--- src/hw/spike_delay_macros.svh ---
`ifndef SPIKE_DELAY_MACROS_SVH
`define SPIKE_DELAY_MACROS_SVH

// host load word and code widths
`define DATA_W 32
`define CODE_W 4

// spike count width
`define CNT_W 32

// delay buffer depth limit and pointer width
`define DEPTH_MAX 64
`define PTR_W 6

// configuration after reset
`define BLK_DEFAULT 8
`define WIN_DEFAULT 16

// load codes carried with the load strobe
`define CODE_WINDOW 0
`define CODE_BLK 2

`endif

--- src/hw/spike_delay_pkg.sv ---
`default_nettype none

package spike_delay_pkg;

    `include "spike_delay_macros.svh"

    ////////////////////////////////////////////////////////////
    // shared types
    ////////////////////////////////////////////////////////////

    // buffer index or block size
    // one extra bit so DEPTH_MAX itself fits
    typedef logic [`PTR_W:0] ptr_t;

    // spike count per window, also window length
    typedef logic [`CNT_W-1:0] count_t;

    // host data word
    typedef logic [`DATA_W-1:0] word_t;

    // host load code
    typedef logic [`CODE_W-1:0] code_t;

endpackage

`default_nettype wire

--- src/hw/spike_cfg_if.sv ---
`timescale 1ns/100ps
`default_nettype none

interface spike_cfg_if;

    import spike_delay_pkg::*;

    // block size for both delay stages
    ptr_t   blk_size;
    // one cycle after a block size load
    logic   blk_change;

    // counting window in cycles
    count_t window_len;
    // one cycle after a window length load
    logic   window_change;

    ////////////////////////////////////////////////////////////
    // views per module
    ////////////////////////////////////////////////////////////

    // register side
    modport decode (
        output blk_size,
        output blk_change,
        output window_len,
        output window_change
    );

    // delay line side
    modport execute (
        input blk_size,
        input blk_change
    );

    // counter side
    modport result (
        input window_len,
        input window_change
    );

endinterface

`default_nettype wire

--- src/hw/delay_line_execute.sv ---
`timescale 1ns/100ps
`default_nettype none

`include "spike_delay_macros.svh"

module delay_line_execute (
    input  logic         i_clk,
    input  logic         i_reset,
    input  logic         i_spike,
    spike_cfg_if.execute cfg,
    output logic         o_spike_raw,
    output logic         o_spike_d1,
    output logic         o_spike_d2
);

    import spike_delay_pkg::*;

    // stage 0 delays the input, stage 1 delays stage 0
    localparam int N_STAGE = 2;

    // one bit history per stage, shared pointer
    logic [`DEPTH_MAX-1:0] mem [N_STAGE];

    ptr_t               ptr_q;
    ptr_t               ptr_cur;
    ptr_t               ptr_inc;
    logic [`PTR_W-1:0]  ptr_idx;
    // cycles of history written, saturates at 2B
    logic [`PTR_W+1:0]  fill_q;
    logic [`PTR_W+1:0]  fill_cur;
    // history needed before each tap is valid
    logic [`PTR_W+1:0]  thr [N_STAGE];
    logic [N_STAGE-1:0] stage_in;
    logic [N_STAGE-1:0] tap;

    ////////////////////////////////////////////////////////////
    // pointer and fill state
    ////////////////////////////////////////////////////////////

    // size change restarts refill in this very cycle
    assign ptr_cur  = cfg.blk_change ? '0 : ptr_q;
    assign fill_cur = cfg.blk_change ? '0 : fill_q;
    assign ptr_idx  = ptr_cur[`PTR_W-1:0];
    assign ptr_inc  = ptr_cur + ptr_t'(1);

    always_ff @(posedge i_clk or posedge i_reset)
    begin
        if (i_reset)
        begin
            ptr_q  <= '0;
            fill_q <= '0;
        end
        else
        begin
            // wrap at block size
            if (ptr_inc == cfg.blk_size)
                ptr_q <= '0;
            else
                ptr_q <= ptr_inc;
            // stop counting once both taps are valid
            if (fill_cur < thr[N_STAGE-1])
                fill_q <= fill_cur + 1'b1;
            else
                fill_q <= fill_cur;
        end
    end

    ////////////////////////////////////////////////////////////
    // taps
    ////////////////////////////////////////////////////////////

    // B for the first tap, 2B for the second
    always_comb
    begin
        for (int s = 0; s < N_STAGE; s++)
            thr[s] = {1'b0, cfg.blk_size} << s;
    end

    // entry under the pointer was written B cycles ago
    always_comb
    begin
        for (int s = 0; s < N_STAGE; s++)
            tap[s] = (fill_cur >= thr[s]) ? mem[s][ptr_idx] : 1'b0;
    end

    // second stage takes the masked first tap
    assign stage_in = {tap[0], i_spike};

    ////////////////////////////////////////////////////////////
    // history write
    ////////////////////////////////////////////////////////////

    // read then overwrite the same entry
    always_ff @(posedge i_clk)
    begin
        for (int s = 0; s < N_STAGE; s++)
        begin
            if (cfg.blk_change)
            begin
                // old history dropped, new sample kept
                for (int i = 0; i < `DEPTH_MAX; i++)
                    mem[s][i] <= (i == int'(ptr_idx)) ? stage_in[s] : 1'b0;
            end
            else
                mem[s][ptr_idx] <= stage_in[s];
        end
    end

    assign o_spike_raw = i_spike;
    assign o_spike_d1  = tap[0];
    assign o_spike_d2  = tap[1];

endmodule

`default_nettype wire

--- src/hw/param_decode.sv ---
`timescale 1ns/100ps
`default_nettype none

`include "spike_delay_macros.svh"

module param_decode (
    input  logic                   i_clk,
    input  logic                   i_reset,
    input  logic                   i_load,
    input  spike_delay_pkg::code_t i_code,
    input  spike_delay_pkg::word_t i_data,
    spike_cfg_if.decode            cfg
);

    import spike_delay_pkg::*;

    ptr_t   blk_size_q;
    count_t window_len_q;
    logic   blk_change_q;
    logic   window_change_q;
    logic   hit_blk;
    logic   hit_window;
    ptr_t   blk_clamped;
    count_t window_clamped;

    ////////////////////////////////////////////////////////////
    // code match and clamping
    ////////////////////////////////////////////////////////////

    // unknown codes match neither
    assign hit_blk    = i_load && (i_code == code_t'(`CODE_BLK));
    assign hit_window = i_load && (i_code == code_t'(`CODE_WINDOW));

    // block size limited to 1 .. DEPTH_MAX
    always_comb
    begin
        if (i_data == '0)
            blk_clamped = ptr_t'(1);
        else if (i_data > word_t'(`DEPTH_MAX))
            blk_clamped = ptr_t'(`DEPTH_MAX);
        else
            blk_clamped = i_data[`PTR_W:0];
    end

    // zero window would never close
    assign window_clamped = (i_data == '0) ? count_t'(1) : count_t'(i_data);

    ////////////////////////////////////////////////////////////
    // config registers and change pulses
    ////////////////////////////////////////////////////////////

    always_ff @(posedge i_clk or posedge i_reset)
    begin
        if (i_reset)
        begin
            blk_size_q      <= ptr_t'(`BLK_DEFAULT);
            window_len_q    <= count_t'(`WIN_DEFAULT);
            blk_change_q    <= 1'b0;
            window_change_q <= 1'b0;
        end
        else
        begin
            // pulse lands in the cycle the new value is visible
            blk_change_q    <= hit_blk;
            window_change_q <= hit_window;
            if (hit_blk)
                blk_size_q <= blk_clamped;
            if (hit_window)
                window_len_q <= window_clamped;
        end
    end

    assign cfg.blk_size      = blk_size_q;
    assign cfg.blk_change    = blk_change_q;
    assign cfg.window_len    = window_len_q;
    assign cfg.window_change = window_change_q;

endmodule

`default_nettype wire

--- src/hw/spike_count_result.sv ---
`timescale 1ns/100ps
`default_nettype none

module spike_count_result (
    input  logic                    i_clk,
    input  logic                    i_reset,
    input  logic                    i_spike_raw,
    input  logic                    i_spike_d1,
    input  logic                    i_spike_d2,
    spike_cfg_if.result             cfg,
    output spike_delay_pkg::count_t o_count_raw,
    output spike_delay_pkg::count_t o_count_delayed,
    output spike_delay_pkg::count_t o_count_delayed_twice,
    output logic                    o_count_valid
);

    import spike_delay_pkg::*;

    // raw, once delayed, twice delayed
    localparam int N_TAP = 3;

    logic [N_TAP-1:0] taps;
    count_t           timer_q;
    count_t           timer_cur;
    logic             last;
    count_t           cnt_q   [N_TAP];
    count_t           sum     [N_TAP];
    count_t           count_q [N_TAP];
    logic             valid_q;

    assign taps = {i_spike_d2, i_spike_d1, i_spike_raw};

    ////////////////////////////////////////////////////////////
    // window timer
    ////////////////////////////////////////////////////////////

    // new length takes effect with this cycle as window start
    assign timer_cur = cfg.window_change ? '0 : timer_q;
    assign last      = (timer_cur == cfg.window_len - count_t'(1));

    // running totals include this cycle's spike
    always_comb
    begin
        for (int k = 0; k < N_TAP; k++)
            sum[k] = (cfg.window_change ? '0 : cnt_q[k]) + count_t'(taps[k]);
    end

    ////////////////////////////////////////////////////////////
    // counters and result registers
    ////////////////////////////////////////////////////////////

    always_ff @(posedge i_clk or posedge i_reset)
    begin
        if (i_reset)
        begin
            timer_q <= '0;
            valid_q <= 1'b0;
            for (int k = 0; k < N_TAP; k++)
            begin
                cnt_q[k]   <= '0;
                count_q[k] <= '0;
            end
        end
        else
        begin
            valid_q <= last;
            timer_q <= last ? '0 : timer_cur + count_t'(1);
            for (int k = 0; k < N_TAP; k++)
            begin
                // close the window and start again from zero
                cnt_q[k] <= last ? '0 : sum[k];
                if (last)
                    count_q[k] <= sum[k];
            end
        end
    end

    // held until the next window closes
    assign o_count_raw           = count_q[0];
    assign o_count_delayed       = count_q[1];
    assign o_count_delayed_twice = count_q[2];
    assign o_count_valid         = valid_q;

endmodule

`default_nettype wire

--- src/hw/spike_delay_top.sv ---
`timescale 1ns/100ps
`default_nettype none

module spike_delay_top (
    input  logic                    i_clk,
    input  logic                    i_reset,
    input  logic                    i_load,
    input  spike_delay_pkg::code_t  i_code,
    input  spike_delay_pkg::word_t  i_data,
    input  logic                    i_spike,
    output logic                    o_spike_delayed,
    output spike_delay_pkg::count_t o_count_raw,
    output spike_delay_pkg::count_t o_count_delayed,
    output spike_delay_pkg::count_t o_count_delayed_twice,
    output logic                    o_count_valid
);

    // three taps from delay line to counters
    logic spike_raw;
    logic spike_d1;
    logic spike_d2;

    ////////////////////////////////////////////////////////////
    // config bus
    ////////////////////////////////////////////////////////////

    spike_cfg_if cfg_bus ();

    param_decode u_decode (
        .i_clk  (i_clk),
        .i_reset(i_reset),
        .i_load (i_load),
        .i_code (i_code),
        .i_data (i_data),
        .cfg    (cfg_bus.decode)
    );

    ////////////////////////////////////////////////////////////
    // delay and count
    ////////////////////////////////////////////////////////////

    delay_line_execute u_execute (
        .i_clk      (i_clk),
        .i_reset    (i_reset),
        .i_spike    (i_spike),
        .cfg        (cfg_bus.execute),
        .o_spike_raw(spike_raw),
        .o_spike_d1 (spike_d1),
        .o_spike_d2 (spike_d2)
    );

    spike_count_result u_result (
        .i_clk                (i_clk),
        .i_reset              (i_reset),
        .i_spike_raw          (spike_raw),
        .i_spike_d1           (spike_d1),
        .i_spike_d2           (spike_d2),
        .cfg                  (cfg_bus.result),
        .o_count_raw          (o_count_raw),
        .o_count_delayed      (o_count_delayed),
        .o_count_delayed_twice(o_count_delayed_twice),
        .o_count_valid        (o_count_valid)
    );

    // once delayed train goes off board
    assign o_spike_delayed = spike_d1;

endmodule

`default_nettype wire

--- config.mk ---
export PLATFORM = sky130hd
export DESIGN_NAME = spike_delay_top
export DESIGN_NICKNAME = d
export VERILOG_FILES = /design/src/hw/spike_delay_pkg.sv /design/src/hw/spike_cfg_if.sv /design/src/hw/delay_line_execute.sv /design/src/hw/param_decode.sv /design/src/hw/spike_count_result.sv /design/src/hw/spike_delay_top.sv
export VERILOG_INCLUDE_DIRS = /design/src /design/src/hw
export SDC_FILE = /design/constraint.sdc
export NUM_CORES = 1
export LEC_CHECK = 0
export ABC_AREA = 1
export BUFFER_PORTS_ARGS = -buffer_cell sky130_fd_sc_hd__buf_2
export CORE_MARGIN = 1
export CORE_UTILIZATION = 50
export CTS_BUF_LIST = sky130_fd_sc_hd__clkbuf_4 sky130_fd_sc_hd__clkbuf_8
export CTS_CLUSTER_SIZE = 8
export DETAILED_ROUTE_END_ITERATION = 12
export PLACE_DENSITY_LB_ADDON = 0.05
export SKIP_CTS_REPAIR_TIMING = 1
export SYNTH_ARGS = -nofsm -noshare
export SYNTH_HDL_FRONTEND = slang
export SYNTH_HIERARCHICAL = 1
export SYNTH_SLANG_ARGS = --single-unit
--- constraint.sdc ---
create_clock -name i_clk -period 9.1 [get_ports i_clk]
set_clock_uncertainty 0.1 [all_clocks]
set_input_delay 0.455 -clock i_clk [delete_from_list [all_inputs] [get_ports i_clk]]
set_output_delay 0.455 -clock i_clk [all_outputs]
set_load 0.005 [all_outputs]
=== Word-level counts from Yosys, hierarchy flattened ===
Memories as Yosys holds them, arrays and structs flattened.
Index checks and enable logic that the tools add are counted.

* Flip-flop bits (word level): 281
* Bits in writable memories: 128
* Input bits: 40
* Output and inout bits: 98
* Logic and storage cells: 510
* Memories kept: 1

* Add/subtract/negate cells: 7
* Order comparisons: 6
* Eq/ne operators: 66
* Mux-type cells: 282
* Bitwise logic cells: 128
* Reductions and logical operators: 6

{| class="wikitable"
|+ Memory list
! name !! words !! bits a word !! rd ports !! clocked after Yosys merged registers in !! wr ports !! RTL line !! RTL
|-
| u_execute.mem || 2 || 64 || 2 || 0 || 2 || delay_line_execute.sv:22 || <nowiki>logic [`DEPTH_MAX-1:0] mem [N_STAGE];</nowiki>
|}

{| class="wikitable"
|+ Operator list
! cell !! number
|-
| 32-bit two-way mux || 9
|-
| 1-bit two-way mux || 263
|-
| 6-bit equality test, first input constant || 32
|-
| 1-bit OR || 128
|-
| 32-bit by 1-bit adder with 32-bit output || 3
|-
| 5-bit by 6-bit equality test with 1-bit output, first input constant || 16
|-
| 64-bit two-way mux || 1
|-
| 4-bit by 6-bit equality test with 1-bit output, first input constant || 8
|-
| 32-bit by 1-bit adder with 32-bit output, second input constant || 1
|-
| 32-bit equality test || 1
|-
| 32-bit by 7-bit > comparator with 1-bit output, second input constant || 1
|-
| 32-bit zero test || 1
|-
| 32-bit by 1-bit subtractor with 32-bit output, second input constant || 1
|-
| 7-bit two-way mux || 4
|-
| 3-bit by 6-bit equality test with 1-bit output, first input constant || 4
|-
| 8-bit two-way mux || 2
|-
| 1-bit binary-select mux with 6-bit select || 2
|-
| 2-bit by 6-bit equality test with 1-bit output, first input constant || 2
|-
| 8-bit by 1-bit adder with 8-bit output, second input constant || 1
|-
| 8-bit by 7-bit greater-or-equal comparator with 1-bit output || 1
|-
| 8-bit greater-or-equal comparator || 1
|-
| 8-bit < comparator || 1
|-
| 7-bit by 1-bit adder with 7-bit output, second input constant || 1
|-
| 7-bit equality test || 1
|-
| other kinds (8) || 10
|}

=== Depth between registers and ports, before layout ===
* Depth in word-level cells: 7
* Mapped depth: 29
* Gate-level depth less buffers: 25

=== By module ===
The synthesis kept the hierarchy.

{| class="wikitable"
|+ Modules (own cells, without submodules)
! module !! times used !! cells an instance !! area an instance (um2) !! seq. area each (um2)
|-
| spike_count_result || 1 || 2077 || 14158.6 || 5630.4
|-
| delay_line_execute || 1 || 988 || 8255.4 || 4219.0
|-
| param_decode || 1 || 212 || 1780.5 || 1028.5
|}

=== Least setup slack after synthesis ===
Ideal clock, no wire load.

* Kind: register to register
* Start point: reg u_decode.blk_change_q, in the netlist u_decode/cfg.blk_change
* End point: reg u_result.count_q, in the netlist u_result/o_count_delayed[30]
* Setup time: 0.066 ns
* Arrival time: 3.528 ns
* Data required time: 8.934 ns
* Slack: 5.406 ns
* Stages on the path, launching flop included: 28
* Path buffers: 5
* Clock period less this slack: 3.694 ns
* Path through: dfrtp_1 -> buf_4 -> inv_2 -> buf_6 -> buf_2 -> nand2_1 -> inv_1 -> ha_1 -> nand2_1 -> nor2_1 -> nand4_1 -> nand3_1 -> nand3_1 -> buf_4 -> buf_6 -> inv_1 -> ha_1 -> ha_1 -> inv_1 -> nor3_1 -> inv_1 -> nor2_1 -> inv_1 -> nor2_1 -> nand2_1 -> xor2_1 -> nand4_1 -> nand2_1

* Cells in the longest elaborated chain, start to end: 5
* Elaborated cells between the ends (all ways): 7
* Classes of those cells: 1 x add/sub; 1 x order compare; 5 x mux

{| class="wikitable"
|+ Ends and longest elaborated chain
! what !! RTL line !! RTL
|-
| from (decl) || param_decode.sv:19 || <nowiki>logic blk_change_q;</nowiki>
|-
| from (signal assigned) || param_decode.sv:64 || <nowiki>blk_change_q <= hit_blk;</nowiki>
|-
| 7-bit two-way mux || delay_line_execute.sv:41 || <nowiki>assign ptr_cur = cfg.blk_change ? '0 : ptr_q;</nowiki>
|-
| 1-bit binary-select mux with 6-bit select || delay_line_execute.sv:83 || <nowiki>tap[s] = (fill_cur >= thr[s]) ? mem[s][ptr_idx] : 1'b0;</nowiki>
|-
| 1-bit two-way mux (not written as such) || delay_line_execute.sv:83 ||
|-
| 1-bit two-way mux * || delay_line_execute.sv:83 ||
|-
| via o_spike_delayed || spike_delay_top.sv:11 || <nowiki>output logic o_spike_delayed,</nowiki>
|-
| 32-bit by 1-bit adder with 32-bit output * || spike_count_result.sv:45 || <nowiki>sum[k] = (cfg.window_change ? '0 : cnt_q[k]) + count_t'(taps[k]);</nowiki>
|-
| to (signal, indexed assignment) || spike_count_result.sv:73 || <nowiki>count_q[k] <= sum[k];</nowiki>
|-
| to (decl) || spike_count_result.sv:28 || <nowiki>count_t count_q [N_TAP];</nowiki>
|}

Mark *: on every way through the listed nets, which the timed path passes. The rest lies on a longest branch. The select of a mux whose other input is x is not followed.
A chain may end at the register's enable or synchronous reset.

=== Final worst setup path ===
* Start point: reg u_decode.blk_change_q, in the netlist u_decode/cfg.blk_change
* End point: reg u_result.count_q, in the netlist u_result/o_count_delayed_twice[30]

* Cells in the longest elaborated chain, start to end: 5
* Elaborated cells between the ends (all ways): 7
* Classes of those cells: 1 x add/sub; 1 x order compare; 5 x mux

{| class="wikitable"
|+ Ends and longest elaborated chain
! what !! RTL line !! RTL
|-
| 7-bit two-way mux || delay_line_execute.sv:41 ||
|-
| 1-bit binary-select mux with 6-bit select || delay_line_execute.sv:83 ||
|-
| 1-bit two-way mux (not written as such) || delay_line_execute.sv:83 ||
|-
| 1-bit two-way mux * || delay_line_execute.sv:83 ||
|-
| via spike_d2 || spike_delay_top.sv:21 || <nowiki>logic spike_d2;</nowiki>
|-
| 32-bit by 1-bit adder with 32-bit output * || spike_count_result.sv:45 ||
|}

Marked as above.

==> metrics.md <==
| Metric | Value |
|---|---|
| Top cells by area, synth | dfrtp_1 (29%), edfxtp_1 (16%), nand2_1 (14%) |
| Remaining DRCs | 0 |
| Crit Path Max Fanout | 23 |
| TritonCTS clock tree | yes |
| Max Slew Vio Count | 0 |
| Clock Root Buffer | clkbuf_8 |
| Max Cap Viol | 0 |
| CP Class | reg -> reg |
| Detailed placement HPWL | a little over 50000 µm |
| Final worst path period need | ~5.3 ns |
| Yosys top cell area share | about 29% |
| Slowest cell on crit path | nand2_1 |
| GP Congestion | ~0.93 |
| TritonCTS Buffers | between 70 and 80 |
| Initial antenna violation count | 0 |
| Worst slew margin | 22.41% |
| Avg Inst Size Synth | approximately 7.4 µm² |
| Worst-case vdd ir drop | between 0.00015 and 0.0002 V |
| I/O Buffers | 137 |
| Post-synth top flop | dfrtp_1 |
| Synth warnings | 6 |
| Crit start category | flop |
| Post-synthesis cell count | 3277 |
| Post-layout power | 6.295 mW |
| Pin count of the biggest net entering global routing | 147 |
| Biggest cell delay along the critical path | about 0.7 ns |
| Die Area | just under 50000 µm² |
| Yosys reg bits | ~410 |
| FILL cells | about 4700 |
| Unrepaired setup endpoints after global routing | false |
| Reg area | roughly 11000 µm² |
| Total wire length | roughly 73000 µm |
| Final hold viol count | 0 |
| Setup Viol. Count Final | 0 |
| Clk Latency, worst-skew pair | 0.65 ns |
| Num Clock Sinks | 409 |
| Yosys cell types | 48 |
| Cell taking the most area after synthesis | dfrtp_1 |
| Initial DRC Count | roughly 1900 |
| Fmax | 187.6 MHz |
| Post-Synth Simple-Gate Area | roughly a third |
| Multi-input logic area | approximately 11000 µm² |
| Vias | approximately 22000 |
| Detail-routed via count per cell | 5.444 |
| Worst min path class | in -> reg |
| Initial Util | 50.67% |
| Antenna Cells | 0 |
| ANT nets after route | 0 |
| FP Rows | 80 |
| Pwr Density | 235.4 nW/µm² |
| H-tree depth | 3 |
| Die Y | approximately 220 µm |
| Pre-antenna DRT Iters | 5 |
| Placeable Area | 47750 µm² |
| Largest family of logic cells by synthesized area | simple AND/OR/NAND/NOR gates |
| Nets | around 3500 |
| Ports | between 100 and 150 |
| Vias in the first global route | between 20000 and 25000 |
| Proportion of synthesized area in mux cells | 0% |
| Post-Synth XOR/XNOR Area | 4.308% |
| Crit path DAT | 5.80 ns |
| CP Capture Type | flop |
| CP Cell Sequence | inv_2 -> nand2_2 -> nor2_2 -> nand2_1 -> o22ai_1 -> nor2_1 -> nand2_1 -> o21ai_0 -> nand3_1 -> nor2_1 -> ha_1 -> ha_1 -> inv_1 -> nor3_1 -> nand2_1 -> nor2_1 -> nand2_1 -> xor2_1 -> nand4_1 -> nand2_1 |
| Outcome | complete, no violations |
| All-Layer GR Usage | just under 30% |
| Ys async rst share | between 60% and 70% |
| Share of layout cells above drive strength 1 | about a tenth |
| Max clock buf depth | 3 |
| Area Growth Syn to Fin | 10.53% |
| Final Cycle Share | approximately three fifths |
| Synth Area in Compound Gates | between 4 and 5% |
| Post-synthesis instance area | roughly 24000 µm² |
| Sequential area share after synthesis | 44.96% |
| Post-Synth Adder-Cell Area | 1.189% |
| Final TNS setup | 0 ns |
| Leak | 12.36 nW |
| CP dominant cell by count | nand2_1 |
| Syn nets | approximately 3300 |
| Drt wl/cell | between 15 and 20 µm |
| Post-synth EDFFs | approximately 130 |
| Req. time, crit path | approximately 9.6 ns |
| Die X | 222.0 µm |
| First-pass GRT wire length | 116300 µm |
| Total gr overflow | 0 |
| Clk slew on worst S/H paths | 0.06 ns |
| Least-Margin Pin Slew | ~1.2 ns |
==> worst max-delay path: cells and delay by family (launching register included) <==
| family | cells | cell delay, ns |
|---|---|---|
| AO/OA/AOI/OAI | 2 | 0.32 |
| XOR/XNOR | 1 | 0.17 |
| adder cells (fa/ha/maj) | 2 | 0.44 |
| buffers and inverters | 2 | 0.34 |
| flip-flops | 1 | 0.54 |
| AND/OR/NAND/NOR | 13 | 3.33 |
==> synth_stat cells, drive strengths merged (7+ instances only) <==
cell	count
clkbuf	43
buf	109
ha	23
a32oi	20
a31oi	34
nor3	56
edfxtp	128
nor2	651
xnor2	34
o21ai	104
nand3	181
inv	363
nand4	142
xor2	85
dfrtp	279
a21oi	14
nand2	943
o21a	9
o22ai	7
nand3b	18
==> cells by family (layout without fill, tap and decap cells) <==
kind of cell | count (synthesis) | after routing
fa+ha+maj | 23 | 23
flops | 409 | 409
compound gates | 200 | 200
xor+xnor | 119 | 119
simple gates | 2011 | 2011
buf+inv | 515 | 680
==> metrics by stage <==
stage / std cells / setup WS (ns) / hold WS, ns / cell area (µm²) / utilization (%)
after global routing: 4057 / 3.346 / 0.08665 / 26740 / 56.01
final: 4057 / 3.769 / 0.07322 / 26740 / 56.01
after global placement: 3896 / 3.998 / 0.3503 / 24910 / 52.18
after detailed placement: 3896 / 3.855 / 0.3546 / 24910 / 52.18
after floorplan: 3277 / 2.382 / 0.2565 / 24190 / -
after CTS: 4025 / 3.826 / -0.1476 / 26420 / 55.34
==> layer usage <==
layer	GRT usage (%)	vias up	share of wire [%]
met1	41.74	10490	45
met2	47.66	783	46
met4	8.893	0	2.6
met3	4.545	131	6.5
li1	-	10690	-
met5	0	-	0
==> final cells by class <==
type,instances,area share (%)
tap,615,2.877
timing repair buffer,188,4.295
sequential,409,40.68
clock inverter,17,0.3977
inverter,363,5.132
clock buffer,112,5.249
multi-input combinational,2353,41.37
==> worst paths after layout <==
path,startpoint,slack [ns],to,depth (start not counted)
hold / removal,i_data[7],0.07,u_decode/cfg.window_len[7],3
hold reg to reg,u_result/o_count_delayed_twice[7],0.36,u_result/o_count_delayed_twice[7],2
setup reg to reg,u_decode/cfg.blk_change,3.77,u_result/o_count_delayed_twice[30],20
max in group asynchronous,i_reset,6.70,u_result/o_count_delayed_twice[7],4
min in group asynchronous,i_reset,0.41,u_execute/fill_q[7],3
setup / recovery,u_decode/cfg.blk_change,3.77,u_result/o_count_delayed_twice[30],20
==> where the power goes <==
part	leakage, nW	total [mW]	switching, mW	internal (mW)
clock network	0.803	1.79	0.781	1.01
logic	6.72	2.28	1.70	0.584
registers	4.83	2.22	0.136	2.09
==> state kept, by name (all words and copies together), names as in the netlist <==
signal                          count
u_decode/cfg.window_len            32
u_decode/cfg.window_change          1
u_execute/mem                     128
u_decode/cfg.blk_size               7
u_result/timer_q                   32
u_result/cnt_q                     96
u_decode/cfg.blk_change             1
u_execute/fill_q                    8
u_result/o_count_valid              1
u_result/o_count_raw               32
u_result/o_count_delayed           32
u_execute/ptr_q                     7
u_result/o_count_delayed_twice     32
==> cells in the final DEF, fill, tap and decap left out, types with 8 or more instances in the layout <==
cell,count
dlygate4sd3_1,32
clkbuf_4,22
xor2_1,85
edfxtp_1,128
clkbuf_8,90
nor2_2,13
clkinv_1,8
buf_2,137
nand3_1,178
ha_1,23
nand2_2,10
dfrtp_1,278
inv_1,338
nor2_4,10
inv_2,23
nand4_1,141
xnor2_1,34
o21a_1,9
a32oi_1,20
nor3_1,52
nand3b_1,18
buf_4,19
nor2_1,627
a21oi_1,13
nand2_1,931
a31oi_1,34
o21ai_1,8
o21ai_0,96
(Power assumes the default switching activity.)
